==> src/source/arithPkg.sv <==
package arithPkg;

	// prefix network used inside the Gray incrementer
	// serial is smallest and deepest
	// Brent-Kung sits in the middle
	// Sklansky is shallowest with the most fan-out
	typedef enum logic [1:0] {
		serialPrefix,
		brentKungPrefix,
		sklanskyPrefix
	} prefixArch;

endpackage

==> src/source/fifoPkg.sv <==
package fifoPkg;

	// default word width
	// the top level overrides it and passes it down
	parameter int dataWidth = 16;

	// handshake phases
	// idle: nothing pending on the port
	// holdAck: one side holds its strobe until the other answers
	// waitRelease: request done, waiting for the other side to drop
	typedef enum logic [1:0] {
		idle,
		holdAck,
		waitRelease
	} hsState;

	// buffer occupancy flags
	// driven by the buffer, read by both handshake ports
	typedef struct packed {
		// no free entry left
		logic full;
		// no word stored
		logic empty;
	} fifoStatus;

endpackage

==> src/source/GrayFifoBuffer.sv <==
`timescale 1ns/1ps

module GrayFifoBuffer #(
	parameter int dataWidth = fifoPkg::dataWidth,
	parameter int addrWidth = 3,
	parameter arithPkg::prefixArch speed = arithPkg::sklanskyPrefix
) (
	input  logic                 clk,
	input  logic                 rstN,
	input  logic                 wrEn,
	input  logic [dataWidth-1:0] wrData,
	input  logic                 rdEn,
	output logic [dataWidth-1:0] rdData,
	output fifoPkg::fifoStatus   status
);

	localparam int depth = 2**addrWidth;

	// storage
	logic [dataWidth-1:0] mem [depth];

	// Gray pointers with one extra bit to tell laps apart
	logic [addrWidth:0] wrPtr;
	logic [addrWidth:0] rdPtr;
	logic [addrWidth:0] wrPtrNext;
	logic [addrWidth:0] rdPtrNext;
	// binary array addresses
	logic [addrWidth-1:0] wrBin;
	logic [addrWidth-1:0] rdBin;
	logic doWrite;
	logic doRead;

	// Gray to binary by prefix XOR from the top bit down
	// the lap bit is dropped from the result
	function automatic logic [addrWidth-1:0] grayToBin(input logic [addrWidth:0] g);
		logic [addrWidth:0] b;
		b[addrWidth] = g[addrWidth];
		for (int i = addrWidth - 1; i >= 0; i--) begin
			b[i] = b[i+1] ^ g[i];
		end
		return b[addrWidth-1:0];
	endfunction

	IncGray #(.width(addrWidth + 1), .speed(speed)) wrInc (
		.A(wrPtr),
		.Z(wrPtrNext)
	);

	IncGray #(.width(addrWidth + 1), .speed(speed)) rdInc (
		.A(rdPtr),
		.Z(rdPtrNext)
	);

	assign wrBin = grayToBin(wrPtr);
	assign rdBin = grayToBin(rdPtr);

	// same position and same lap
	assign status.empty = (wrPtr == rdPtr);
	// same position one lap ahead
	// in Gray that flips the two top bits
	assign status.full = (wrPtr == {~rdPtr[addrWidth:addrWidth-1], rdPtr[addrWidth-2:0]});

	// strobes beyond the flags are dropped
	assign doWrite = wrEn & ~status.full;
	assign doRead = rdEn & ~status.empty;

	// head word always on the read port
	assign rdData = mem[rdBin];

	always_ff @(posedge clk) begin
		if (doWrite) begin
			mem[wrBin] <= wrData;
		end
	end

	always_ff @(posedge clk) begin
		if (!rstN) begin
			wrPtr <= '0;
			rdPtr <= '0;
		end else begin
			if (doWrite) begin
				wrPtr <= wrPtrNext;
			end
			if (doRead) begin
				rdPtr <= rdPtrNext;
			end
		end
	end

endmodule

==> src/source/GrayFifoTop.sv <==
`timescale 1ns/1ps

// handshake in, Gray-pointer FIFO, handshake out
module GrayFifoTop #(
	parameter int dataWidth = fifoPkg::dataWidth,
	parameter int addrWidth = 3,
	parameter arithPkg::prefixArch speed = arithPkg::sklanskyPrefix
) (
	input  logic                 clk,
	input  logic                 rstN,
	input  logic                 inReq,
	output logic                 inAck,
	input  logic [dataWidth-1:0] inData,
	output logic                 outReq,
	input  logic                 outAck,
	output logic [dataWidth-1:0] outData
);

	// producer to buffer
	logic                 wrEn;
	logic [dataWidth-1:0] wrData;
	// buffer to consumer
	logic                 rdEn;
	logic [dataWidth-1:0] rdData;
	// flags to both sides
	fifoPkg::fifoStatus   status;

	HandshakeReceiver #(.dataWidth(dataWidth)) producer (
		.clk(clk),
		.rstN(rstN),
		.inReq(inReq),
		.inAck(inAck),
		.inData(inData),
		.status(status),
		.wrEn(wrEn),
		.wrData(wrData)
	);

	GrayFifoBuffer #(.dataWidth(dataWidth), .addrWidth(addrWidth), .speed(speed)) buffer (
		.clk(clk),
		.rstN(rstN),
		.wrEn(wrEn),
		.wrData(wrData),
		.rdEn(rdEn),
		.rdData(rdData),
		.status(status)
	);

	HandshakeSender #(.dataWidth(dataWidth)) consumer (
		.clk(clk),
		.rstN(rstN),
		.status(status),
		.rdData(rdData),
		.rdEn(rdEn),
		.outReq(outReq),
		.outAck(outAck),
		.outData(outData)
	);

endmodule

==> src/source/HandshakeReceiver.sv <==
`timescale 1ns/1ps

// four-phase sink on the input side
// one buffer write per transfer
module HandshakeReceiver #(
	parameter int dataWidth = fifoPkg::dataWidth
) (
	input  logic                 clk,
	input  logic                 rstN,
	input  logic                 inReq,
	output logic                 inAck,
	input  logic [dataWidth-1:0] inData,
	input  fifoPkg::fifoStatus   status,
	output logic                 wrEn,
	output logic [dataWidth-1:0] wrData
);

	fifoPkg::hsState state;

	// write in the cycle the request is seen, if there is room
	// full keeps us in idle with inAck low
	assign wrEn = (state == fifoPkg::idle) && inReq && !status.full;

	// source holds data stable while inReq is high
	assign wrData = inData;

	// ack while waiting for the request to drop
	assign inAck = (state == fifoPkg::holdAck);

	always_ff @(posedge clk) begin
		if (!rstN) begin
			state <= fifoPkg::idle;
		end else begin
			case (state)
				fifoPkg::idle: begin
					if (wrEn) begin
						state <= fifoPkg::holdAck;
					end
				end
				fifoPkg::holdAck: begin
					// request released, drop ack
					if (!inReq) begin
						state <= fifoPkg::idle;
					end
				end
				default: begin
					state <= fifoPkg::idle;
				end
			endcase
		end
	end

endmodule

==> src/source/HandshakeSender.sv <==
`timescale 1ns/1ps

// four-phase source on the output side
// offers the head word, pops it on ack
module HandshakeSender #(
	parameter int dataWidth = fifoPkg::dataWidth
) (
	input  logic                 clk,
	input  logic                 rstN,
	input  fifoPkg::fifoStatus   status,
	input  logic [dataWidth-1:0] rdData,
	output logic                 rdEn,
	output logic                 outReq,
	input  logic                 outAck,
	output logic [dataWidth-1:0] outData
);

	fifoPkg::hsState state;

	// request stays up until the sink answers
	assign outReq = (state == fifoPkg::holdAck);

	// pop in the cycle the ack is seen
	assign rdEn = (state == fifoPkg::holdAck) && outAck;

	always_ff @(posedge clk) begin
		if (!rstN) begin
			state <= fifoPkg::idle;
		end else begin
			case (state)
				fifoPkg::idle: begin
					if (!status.empty) begin
						state <= fifoPkg::holdAck;
					end
				end
				fifoPkg::holdAck: begin
					if (outAck) begin
						state <= fifoPkg::waitRelease;
					end
				end
				fifoPkg::waitRelease: begin
					// sink must drop ack before the next word
					if (!outAck) begin
						state <= fifoPkg::idle;
					end
				end
				default: begin
					state <= fifoPkg::idle;
				end
			endcase
		end
	end

	// capture the head word as the offer starts
	always_ff @(posedge clk) begin
		if (state == fifoPkg::idle && !status.empty) begin
			outData <= rdData;
		end
	end

endmodule

==> src/source/IncGray.sv <==
`timescale 1ns/1ps

// Gray successor without a detour through binary
// parity P picks which bit flips
//   P = 0 -> bit 0 flips
//   P = 1 -> the bit just above the lowest set bit flips
//   the top bit also flips when everything below it is zero
module IncGray #(
	parameter int width = 16,
	parameter arithPkg::prefixArch speed = arithPkg::sklanskyPrefix
) (
	input  logic [width-1:0] A,
	output logic [width-1:0] Z
);

	// prefix inputs and outputs
	logic [width-2:0] PI;
	logic [width-2:0] PO;
	// parity of the operand
	logic parity;
	// candidate flips before and after parity gating
	logic [width-1:1] flipRaw;
	logic [width-1:0] flip;

	RedXor #(.width(width)) parityTree (
		.A(A),
		.Z(parity)
	);

	// a bit is "zero so far" when its operand bit is low
	assign PI[width-2:1] = ~A[width-3:0];

	// serial chain has time to carry the parity along
	if (speed == arithPkg::serialPrefix) begin : genParityIn
		assign PI[0] = parity;
	end else begin : genNoParityIn
		assign PI[0] = 1'b1;
	end

	PrefixAnd #(.width(width-1), .speed(speed)) zeroPrefix (
		.PI(PI),
		.PO(PO)
	);

	// lower bits flip when the bit below is set and all lower bits are zero
	assign flipRaw[width-2:1] = A[width-3:0] & PO[width-3:0];
	// top bit ignores A[width-2]
	assign flipRaw[width-1] = PO[width-2];

	// fast networks apply parity here, after the prefix
	for (genvar i = 1; i < width; i++) begin : genGate
		if (speed == arithPkg::serialPrefix) begin : genPass
			assign flip[i] = flipRaw[i];
		end else begin : genAnd
			assign flip[i] = flipRaw[i] & parity;
		end
	end

	// bit 0 flips on even parity
	assign flip[0] = ~parity;

	assign Z = A ^ flip;

endmodule

// running AND over PI so PO[j] = PI[j] & ... & PI[0]
module PrefixAnd #(
	parameter int width = 8,
	parameter arithPkg::prefixArch speed = arithPkg::sklanskyPrefix
) (
	input  logic [width-1:0] PI,
	output logic [width-1:0] PO
);

	// number of doubling levels
	localparam int depth = $clog2(width);

	if (speed == arithPkg::sklanskyPrefix) begin : genSklansky
		// one row per level with row 0 as the input
		logic [(depth+1)*width-1:0] pt;

		assign pt[width-1:0] = PI;
		for (genvar l = 1; l <= depth; l++) begin : genLevel
			for (genvar k = 0; k < 2**(depth-l); k++) begin : genGroup
				for (genvar i = 0; i < 2**(l-1); i++) begin : genBit
					// lower half of a group keeps its value
					if (k*2**l + i < width) begin : genPass
						assign pt[l*width + k*2**l + i] = pt[(l-1)*width + k*2**l + i];
					end
					// upper half takes the lower half's last prefix
					if (k*2**l + 2**(l-1) + i < width) begin : genNode
						assign pt[l*width + k*2**l + 2**(l-1) + i] =
							pt[(l-1)*width + k*2**l + 2**(l-1) + i] &
							pt[(l-1)*width + k*2**l + 2**(l-1) - 1];
					end
				end
			end
		end
		assign PO = pt[(depth+1)*width-1 -: width];
	end

	if (speed == arithPkg::brentKungPrefix) begin : genBrentKung
		// up-sweep in rows 1..depth and down-sweep in rows depth+1..2*depth-1
		logic [2*depth*width-1:0] pt;

		assign pt[width-1:0] = PI;
		for (genvar l = 1; l <= depth; l++) begin : genUp
			for (genvar j = 0; j < width; j++) begin : genBit
				// node at the top of every aligned block of 2**l
				if ((j+1) % 2**l == 0) begin : genNode
					assign pt[l*width + j] = pt[(l-1)*width + j] &
						pt[(l-1)*width + j - 2**(l-1)];
				end else begin : genPass
					assign pt[l*width + j] = pt[(l-1)*width + j];
				end
			end
		end
		for (genvar l = depth + 1; l < 2*depth; l++) begin : genDown
			for (genvar j = 0; j < width; j++) begin : genBit
				// fill in the middle of each stride from the finished block below
				if (((j+1) % 2**(2*depth-l) == 2**(2*depth-l-1)) &&
						(j >= 2**(2*depth-l))) begin : genNode
					assign pt[l*width + j] = pt[(l-1)*width + j] &
						pt[(l-1)*width + j - 2**(2*depth-l-1)];
				end else begin : genPass
					assign pt[l*width + j] = pt[(l-1)*width + j];
				end
			end
		end
		assign PO = pt[2*depth*width-1 -: width];
	end

	if (speed == arithPkg::serialPrefix) begin : genSerial
		// plain ripple chain
		logic [width-1:0] pt;

		assign pt[0] = PI[0];
		for (genvar i = 1; i < width; i++) begin : genBit
			assign pt[i] = PI[i] & pt[i-1];
		end
		assign PO = pt;
	end

endmodule

// parity of A
module RedXor #(
	parameter int width = 8
) (
	input  logic [width-1:0] A,
	output logic             Z
);

	always_comb begin
		Z = A[0];
		for (int i = 1; i < width; i++) begin
			Z = Z ^ A[i];
		end
	end

endmodule

==> config.mk <==
export PLATFORM = sky130hd
export DESIGN_NAME = GrayFifoTop
export DESIGN_NICKNAME = d
export VERILOG_FILES = /design/src/source/arithPkg.sv /design/src/source/fifoPkg.sv /design/src/source/GrayFifoBuffer.sv /design/src/source/GrayFifoTop.sv /design/src/source/HandshakeReceiver.sv /design/src/source/HandshakeSender.sv /design/src/source/IncGray.sv
export SDC_FILE = /design/constraint.sdc
export NUM_CORES = 1
export LEC_CHECK = 0
export BUFFER_PORTS_ARGS = -buffer_cell sky130_fd_sc_hd__buf_2
export CAP_MARGIN = 20
export CORE_ASPECT_RATIO = 1.75
export CORE_UTILIZATION = 25
export DETAILED_ROUTE_END_ITERATION = 7
export PLACE_DENSITY = 0.51
export SETUP_SLACK_MARGIN = 0.2
export SLEW_MARGIN = 20
export SYNTH_ARGS = -nofsm -noshare
export SYNTH_HDL_FRONTEND = slang
export SYNTH_SLANG_ARGS = --single-unit
==> constraint.sdc <==
create_clock -name clk -period 3.3 [get_ports clk]
set_input_delay 0.99 -clock clk [delete_from_list [all_inputs] [get_ports clk]]
set_output_delay 0.99 -clock clk [all_outputs]
set_load 0.01 [all_outputs]
After elaboration in Yosys (flattened, before gate mapping)
Memories as Yosys holds them, arrays and structs flattened. A register that Yosys moved wholly into a read port is not among the register bits.
Cells that the tools add are included.
- register bits after elaboration: 12
- bits in writable memories: 128
- memories: 1
- word-level logic and storage cells: 67
- memories (memory ; depth ; bits a word ; read ports ; clocked after memory_dff ; write ports ; RTL line ; RTL):
    buffer.mem ; 8 ; 16 ; 1 ; 1 ; 1 ; GrayFifoBuffer.sv:20 ; logic [dataWidth-1:0] mem [depth];
- bitwise logic cells: 33
- eq/ne operators: 10
- mux-type cells: 9
- reductions and logical operators: 10
- operators by type and width (cell ; count):
    $xor 1x1->1 ; 12
    $and 1x1->1 ; 10
    $mux 2 ; 5
    $eq 4x4->1 ; 2
    $xor 4x4->4 ; 2
    $ne 2x2->1 const B ; 3
    $not 2->2 ; 3
    $pmux 2 s3 ; 1
    $and 2x2->2 ; 2
    $eq 2x1->1 const B ; 2
    $logic_and 1x1->1 ; 4
    $logic_not 2->1 ; 2
    $ne 2x1->1 const B ; 2
    $not 1->1 ; 4
    $pmux 2 s2 ; 1
    $reduce_and 3->1 ; 1
    $eq 2x2->1 const B ; 1
    $logic_not 1->1 ; 2
    $mux 1 ; 2
    $reduce_and 2->1 ; 1

Longest topological paths before layout
- word-level depth: 7
- depth in mapped cells: 9
- depth with buffers taken out: 6

Hierarchy
A second synthesis with hierarchy kept.
- cells, all modules: 335
- area, all modules: 6406.1 sq um
- by module, submodules not included (module ; cells each ; times used ; area an instance (sq um) ; sequential area each (sq um)):
    GrayFifoBuffer ; 257 ; 1 ; 5444.0 ; 4003.8
    HandshakeSender ; 25 ; 1 ; 580.6 ; 520.5
    HandshakeReceiver ; 21 ; 1 ; 168.9 ; 20.0
    IncGray ; 10 ; 2 ; 60.1 ; 0.0
    RedXor ; 3 ; 2 ; 26.3 ; 0.0
    PrefixAnd ; 3 ; 2 ; 20.0 ; 0.0

Least setup slack after synthesis
OpenSTA, ideal clock, no wires.
- path kind: input -> register
- from: in inReq
- to: mem buffer.mem[0][0] (enable)
- arrival: 1.945 ns
- path slack: 0.982 ns
- cell stages on the path: 3
- setup time: 0.374 ns
- required time: 2.926 ns
- cells stage by stage: nor2b_1 -> clkbuf_1 -> and3_1
- longest elaborated chain between the ends: 5
- ends and longest elaborated chain (what ; RTL line ; RTL):
    start: declaration ; GrayFifoTop.sv:11 ; input logic inReq,
    $logic_and 1x1->1 (2 in series) ; HandshakeReceiver.sv:22 ; assign wrEn = (state == fifoPkg::idle) && inReq && !status.full;
    $and 1x1->1 ; GrayFifoBuffer.sv:64 ; assign doWrite = wrEn & ~status.full;
    $mux 1 ; GrayFifoBuffer.sv:71 ; if (doWrite) begin
    $mux 1 (implied by the code) ; GrayFifoBuffer.sv:72 ; mem[wrBin] <= wrData;
    end: declaration ; GrayFifoBuffer.sv:20 ;
Every way passes these cells.

==> results.json <==
{
  "dieArea_mm2": 0.0250,
  "globalRoute.totalOverflow": 0,
  "rsz0062_at_grt": "false",
  "cts_sinks": 155,
  "drt-met1-wl_mm": 4.83,
  "start_util_pct": 25.4,
  "numCtsBuffers": 17,
  "rr_endpoint": "buffer.mem[6][5]",
  "ys_ff_latch": 155,
  "fillers": 2311,
  "htree_levels": 4,
  "timing.fmax_ghz": 0.441,
  "powerDensity_mw_per_mm2": 631,
  "grt_max_degree": 33,
  "cts-resized-gates": 0,
  "synth.avg_cell_area_um2": 20.7,
  "cp-end-kind": "flip-flop",
  "postSynthCellCount": 293,
  "slew_headroom_pct": 54.2,
  "seqCellArea_mm2": 0.00455,
  "worstMarginPinSlew_ps": 678,
  "route.detailed.drc": 0,
  "postCtsSetupBuffers": 0,
  "r2r_slack_ps": 1030,
  "finalCritPeriodShare_pct": 68.8,
  "drv_slew": 0,
  "clkTransAtPathRegs_ps": 60,
  "setup_viol": 0,
  "clk_latency_ps": 410,
  "ys_dominant_reg_cell": "edfxtp_1",
  "maxCapViolCount": 0,
  "hold_viol_final": 0,
  "leakage_uw": 0.00248,
  "place.gp.congestion": 0.737,
  "drtIter0Drc": 129,
  "grt_pass1_wl_mm": 18.0,
  "start_kind": "flip-flop",
  "antenna_found_initial": 0,
  "routed_wl_mm": 11.7,
  "power_uw": 4620,
  "syn2layout_area_growth_pct": 20.4,
  "port_buffers": 37,
  "grt_pass1_vias": 3098,
  "yosysTopAreaCellShare_pct": 71.1,
  "min_from": "producer.state[0]",
  "dr.pass1.iters": 5,
  "dieWidth_um": 120,
  "hold_path_end": "producer.state[0]",
  "drive_gt1_share_pct": 36.4,
  "cp.required_ps": 3400,
  "synth_edf_count": 144,
  "final_nets": 380,
  "ir_worst_vdd_v": 0.000351,
  "rows": 75,
  "fin_worst_skew_ps": 6.50,
  "ys.warnings.count": 0,
  "cts_tree": "yes",
  "clockBufferDepth": 2,
  "dpl.hpwl_mm": 7.71,
  "synth_common_cells": "edfxtp_1 (144), mux4_2 (32), mux2_2 (16)",
  "synth_area_leaders": "edfxtp_1 (71%), mux4_2 (12%), dfxtp_1 (3.6%)",
  "period_minus_slack_ps": 2270,
  "crit_fanout": 16,
  "crit_arrival_ps": 2370,
  "die_h_um": 208,
  "core-area_mm2": 0.0239,
  "hold_ws_ps": 526,
  "async_flop_share_pct": 0,
  "path_class": "flip-flop to flip-flop",
  "avgViaCountPerCell": 4.25,
  "syn_nets": 323,
  "wl_met2_mm": 6.35,
  "yosys.area.top_type": "edfxtp_1",
  "synth.most_common_cell": "edfxtp_1",
  "ctsHoldBuffers": 0,
  "tns_ps": 0,
  "whs_path_depth": 1,
  "ys_types": 31,
  "reg2regPathDepth": 7,
  "wl_per_cell_um": 17.5,
  "ant_nets": 0,
  "status": "finished clean",
  "synth_sequential_area_ratio_pct": 74.8,
  "synthesis.area_mm2": 0.00608,
  "met3_length_um": 373,
  "insertedDiodeCount": 0,
  "grt_usage_pct": 10.1,
  "topRoutingLayerUsed": "met4",
  "cts_root_buf": "clkbuf_16",
  "multi_input_area_mm2": 0.00145,
  "io_pins": 38,
  "hp-class": "flip-flop to flip-flop",
  "vias": 2850
}
## state kept, by name, summed over array words and instances, names as in the netlist, named ones only
register / flops
producer.state: 1
buffer.rdPtr: 2
consumer.state: 2
buffer.wrPtr: 2
consumer.outData: 16
buffer.mem: 128
## worst max path at each step
stage | start | endpoint | slack, ps | cells after the start
2_1_floorplan | inReq | buffer.mem[0][0] | 980 | 3
3_3_place_gp | flip-flop | buffer.mem[3][3] | 1040 | 7
3_5_place_dp | flip-flop | buffer.mem[6][7] | 990 | 7
4_1_cts | flip-flop | buffer.mem[6][14] | 980 | 7
5_1_grt | flip-flop | buffer.mem[0][12] | 770 | 7
6_report | flip-flop | buffer.mem[6][5] | 1030 | 7
## logic make-up after synthesis
| family | Yosys count | share of synthesized area, % |
|---|---|---|
| simple gates | 31 | 2.76 |
| xor+xnor | 14 | 2.02 |
| flops | 155 | 74.8 |
| fa+ha+maj | 10 | 2.06 |
| compound gates | 12 | 1.54 |
| mux | 51 | 15.3 |
| buf+inv | 20 | 1.54 |
## through the flow
| step | instances | util, % | instance area, µm² | setup WS, ps |
|---|---|---|---|---|
| 4_1_cts | 671 | 30.6 | 7320 | 983 |
| 6_report | 671 | 30.6 | 7320 | 1030 |
| 3_5_place_dp | 639 | 28.0 | 6700 | 995 |
| 2_1_floorplan | 293 | - | 6080 | 982 |
| 3_3_place_gp | 639 | 28.0 | 6700 | 1040 |
| 5_1_grt | 671 | 30.6 | 7320 | 770 |
## power breakdown
group | leakage, µW | internal, µW | total [µW] | switching (µW)
Combinational | 0.000772 | 129 | 306 | 178
Clock | 0.000305 | 1270 | 2030 | 765
Sequential | 0.00140 | 2250 | 2280 | 29.4
Total | 0.00248 | 3650 | 4620 | 972
## layout by cell type, fill, tap and decap left out, types with 3 or more instances in the layout
cell | netlist | routed
nor2b_1 | 3 | 3
edfxtp_1 | 144 | 144
buf_4 | 2 | 14
clkbuf_16 | 0 | 17
xor2_1 | 8 | 7
nand3_1 | 4 | 4
and3_1 | 9 | 9
mux4_2 | 32 | 32
inv_1 | 7 | 7
nand2_1 | 7 | 7
dfxtp_1 | 11 | 9
xnor2_1 | 6 | 6
mux2_2 | 16 | 16
inv_6 | 0 | 4
a21oi_1 | 3 | 3
mux2i_1 | 3 | 3
bufinv_16 | 0 | 4
buf_2 | 9 | 37
ha_1 | 10 | 10
## layout make-up
class,instances,share of cell area [%]
repair buffers,51,3.97
clock inverters,14,2.60
multi-input cells,118,19.8
flip-flops and latches,155,62.1
clock buffers,18,5.86
well taps,308,5.26
inverters,7,0.359
## worst max-delay path, stage by stage (launching register included)
cell and delay, ps:
dfxtp_1 370, xnor2_1 370, inv_1 110, ha_1 300, xor2_1 160, and2_1 200, and3_1 170, buf_4 260
## routing by layer
metal  global-route usage, %  up-vias
met5                       0        -
met4                    4.27        0
met3                    2.22       11
met2                    18.1       59
met1                    11.3     1474
li1                        -     1306
Power figures use the tool's default switching activity.
